==> config.mk <==
export PLATFORM = sky130hd
export DESIGN_NAME = spill_register
export DESIGN_NICKNAME = d
export VERILOG_FILES = /design/src/hw/spill_register.sv
export SDC_FILE = /design/constraint.sdc
export NUM_CORES = 1
export LEC_CHECK = 0
export ABC_AREA = 1
export BUFFER_PORTS_ARGS = -buffer_cell sky130_fd_sc_hd__clkbuf_2
export CAP_MARGIN = 20
export CORE_AREA = 5 5 42 44
export CTS_CLUSTER_DIAMETER = 150
export CTS_CLUSTER_SIZE = 10
export DETAILED_ROUTE_END_ITERATION = 8
export DIE_AREA = 0 0 47 49
export SETUP_SLACK_MARGIN = 0.4
export SLEW_MARGIN = 20
export SYNTH_ARGS = -nofsm -noshare
export SYNTH_HDL_FRONTEND = slang
export SYNTH_SLANG_ARGS = --single-unit
==> constraint.sdc <==
create_clock -name clk_i -period 0.95 [get_ports clk_i]
set_input_delay 0.0475 -clock clk_i [delete_from_list [all_inputs] [get_ports clk_i]]
set_output_delay 0.0475 -clock clk_i [all_outputs]
set_load 0.1 [all_outputs]
==> src/hw/spill_register.sv <==
// Two-deep buffer; ready_o depends on own state only and data lags input by one cycle
`timescale 1ns/10ps

module spill_register #(
  parameter type T = logic
) (
  input  logic clk_i,
  input  logic rst_n_i,
  input  logic valid_i,
  output logic ready_o,
  input  T     data_i,
  output logic valid_o,
  input  logic ready_i,
  output T     data_o
);

  // Stage a takes new data, stage b holds the older item on a stall
  logic a_full_q, b_full_q;
  T     a_data_q, b_data_q;
  logic a_fill, a_drain, b_fill, b_drain;

  assign a_fill  = valid_i & ready_o;
  assign a_drain = a_full_q & ~b_full_q;
  assign b_fill  = a_drain & ~ready_i;
  assign b_drain = b_full_q & ready_i;

  always_ff @(posedge clk_i or negedge rst_n_i) begin
    if (!rst_n_i) begin
      a_full_q <= 1'b0;
      b_full_q <= 1'b0;
    end else begin
      if (a_fill || a_drain) begin
        a_full_q <= a_fill;
      end
      if (b_fill || b_drain) begin
        b_full_q <= b_fill;
      end
    end
  end

  always_ff @(posedge clk_i) begin
    if (a_fill) begin
      a_data_q <= data_i;
    end
    if (b_fill) begin
      b_data_q <= a_data_q;
    end
  end

  assign ready_o = ~a_full_q | ~b_full_q;
  assign valid_o = a_full_q | b_full_q;
  assign data_o  = b_full_q ? b_data_q : a_data_q;

endmodule

==> results.toml <==
[layout]
layout-drive-gt1-share_pct = 74.2
fin_util_pct = 25.8
fin_cells = 47
design_area_um2 = 362
areaGrowthSynthToFinish_pct = 126
final_nets = 38
num_antenna_cells = 0

[yosys]
synth_mux_area_share_pct = 0
synth_flop_cell = "edfxtp_1"
synth_top_cells_by_count = "6 x nand2_1, 3 x inv_1, 3 x nor2_1"
synthXorXnorAreaFrac_pct = 0
synth_nets = 22
synth_simple_gate_area_share_pct = 21.1
synth_top_family_by_area = "simple AND/OR/NAND/NOR gates"
yosys.area_share.adder_pct = 0
synth_most_common_cell = "nand2_1"
async_reset_ff_share_pct = 50.0
syn_area_per_cell_um2 = 9.42
synth_compound_area_share_pct = 3.13
synth_cells = 17
synth_edf_count = 2
ys_ff_latch = 4
netlist_area_um2 = 160
ys_types = 6
post-synth-top-area-fraction_pct = 37.5
ys_seq_area_share_pct = 68.7
yosys.area.top_type = "edfxtp_1"
synth_area_leaders = "edfxtp_1 38%, dfrtp_1 31%, nand2_1 14%"
yosysWarningCount = 0

[clocking]
clock_latency_ns = 0.23
cts_made_buffers = 3
clkSlewWorstSetupHoldPaths_ns = 0.04
root_buffer = "clkbuf_4"
cts_tree = "done"
cts.sinks = 4
htreeDepth = 1
clockBufferDepth = 2
holdBufCountCts = 1

[flow_run]
drv_cap = 0

[worst_setup_path]
path_class = "flop to output pin"
crit_slowest_cell = "dfrtp_2"
worstPathCellList = "nor2_4 -> clkinvlp_4 -> buf_12"
crit_family = "flip-flops"
worstSetupStartpointType = "flop"
crit_buf_inv = 2
crit_path_max_incr_delay_ns = 0.43
crit_path_end_kind = "output pin"
required_ns = 0.90
crit_fanout = 4
cp.arrival_ns = 1.08

[detailed_routing]
drtIter0Drc = 5
via_per_inst = 3.28
drc_errors = 0
avgRoutedWirePerCell_um = 7.98
drt-total-wl_um = 375
dr_total_vias = 154
firstDrtPassIters = 2
antenna_left = 0

[global_route]
globalRouteOverflowTotal = 0
antenna_found_initial = 0
grt_pass1_wl_um = 765
grtUsageTotal_pct = 5.23
grt_pass1_vias = 171
grt_max_degree = 5

[timing]
skew_ns = 0.00210
worstMarginPinSlew_ns = 0.173
finalCriticalPeriod_ns = 1.13
rsz0062_at_grt = "true"
drv_slew = 0
timing.hold.ws_ns = -0.0117
setup_viol = 4
setup_tns_ns = -0.526
setup_slack_ns = -0.177
fin_crit_sh_pct = 119
fmax_ghz = 0.887
relSlewSlack_pct = 88.5
finalHoldViolations = 2

[floorplan]
die_x_um = 47
core-area_um2 = 1400
initial_core_util_pct = 11.4
io_pins = 8
dieArea_um2 = 2300
num_rows = 14
die_h_um = 49

[worst_hold_path]
hp-class = "primary input to flop"

[placed_design]
dpl_worst_slack_ns = -0.0255
dp.cells = 40
dp_hpwl_um = 267
io_buffers = 7
dpl_cell_area_um2 = 288
gp_congestion = 0.604

[status]
status = "finished with violations"
violations = "negative hold slack, negative setup slack"

[power]
p_leak_nw = 0.160
p_total_mw = 0.628
vdd_drop_max_mv = 0.806
powerDensity_nw_per_um2 = 1740
[placed cells by master, fill, tap and decap left out, drive strengths merged]
master,synthesis,final
a21oi,1,1
buf,0,6
clkbuf,0,7
clkinvlp,0,1
dfrtp,2,2
dlygate4sd3,0,1
edfxtp,2,2
inv,3,2
nand2,6,6
nor2,3,3
[path summary, 6_finish.rpt]
path | startpoint | to | slack, ns | cells past startpoint
worst min-delay path | data_i | a_data_q | -0.01 | 1
worst max register to register | b_full_q | a_data_q | -0.05 | 2
max in group asynchronous | rst_n_i | b_full_q | 0.70 | 2
worst max-delay path | a_full_q | valid_o | -0.18 | 3
worst min register to register | a_data_q | b_data_q | 0.46 | 0
min in group asynchronous | rst_n_i | a_full_q | 0.14 | 2
[power by group]
part	internal, mW	switching (mW)	total [mW]	leakage (nW)
logic	0.0819	0.128	0.210	0.106
registers	0.198	0.0124	0.210	0.0401
clock network	0.141	0.0671	0.208	0.0138
[sequential cells by signal, summed over array words and instances (netlist names)]
register,count
a_data_q,1
a_full_q,1
b_data_q,1
b_full_q,1
[area by class of cell]
type                            count  area, um2
Timing Repair Buffer               11        113
Multi-Input combinational cell     10       78.8
Fill cell                         161       1040
Sequential cell                     4        113
Clock buffer                        3       22.5
Tap cell                           16       20.0
Inverter                            3       15.0
[per-layer routing]
metal  share of wire [%]  routed length [um]  global-route usage, %
met1                  38                 144                   6.01
met2                  44                 164                   5.88
met3                  13                  48                   4.43
met4                 4.5                  17                   4.15
met5                   0                   0                      0
[cell families (layout without fill, tap and decap cells)]
| logic type | after synthesis | after routing |
|---|---|---|
| simple gates | 9 | 9 |
| compound gates | 1 | 1 |
| flops | 4 | 4 |
| buf+inv | 3 | 17 |
[timing repair]
action                                  CTS  global route
endpoints found under the hold margin     4             2
gates resized for setup                   4             3
setup buffers                             1             2
pin swaps                                 2             2
endpoints found under the setup margin    8             8
No activity file was read; power rests on OpenSTA's default activity.
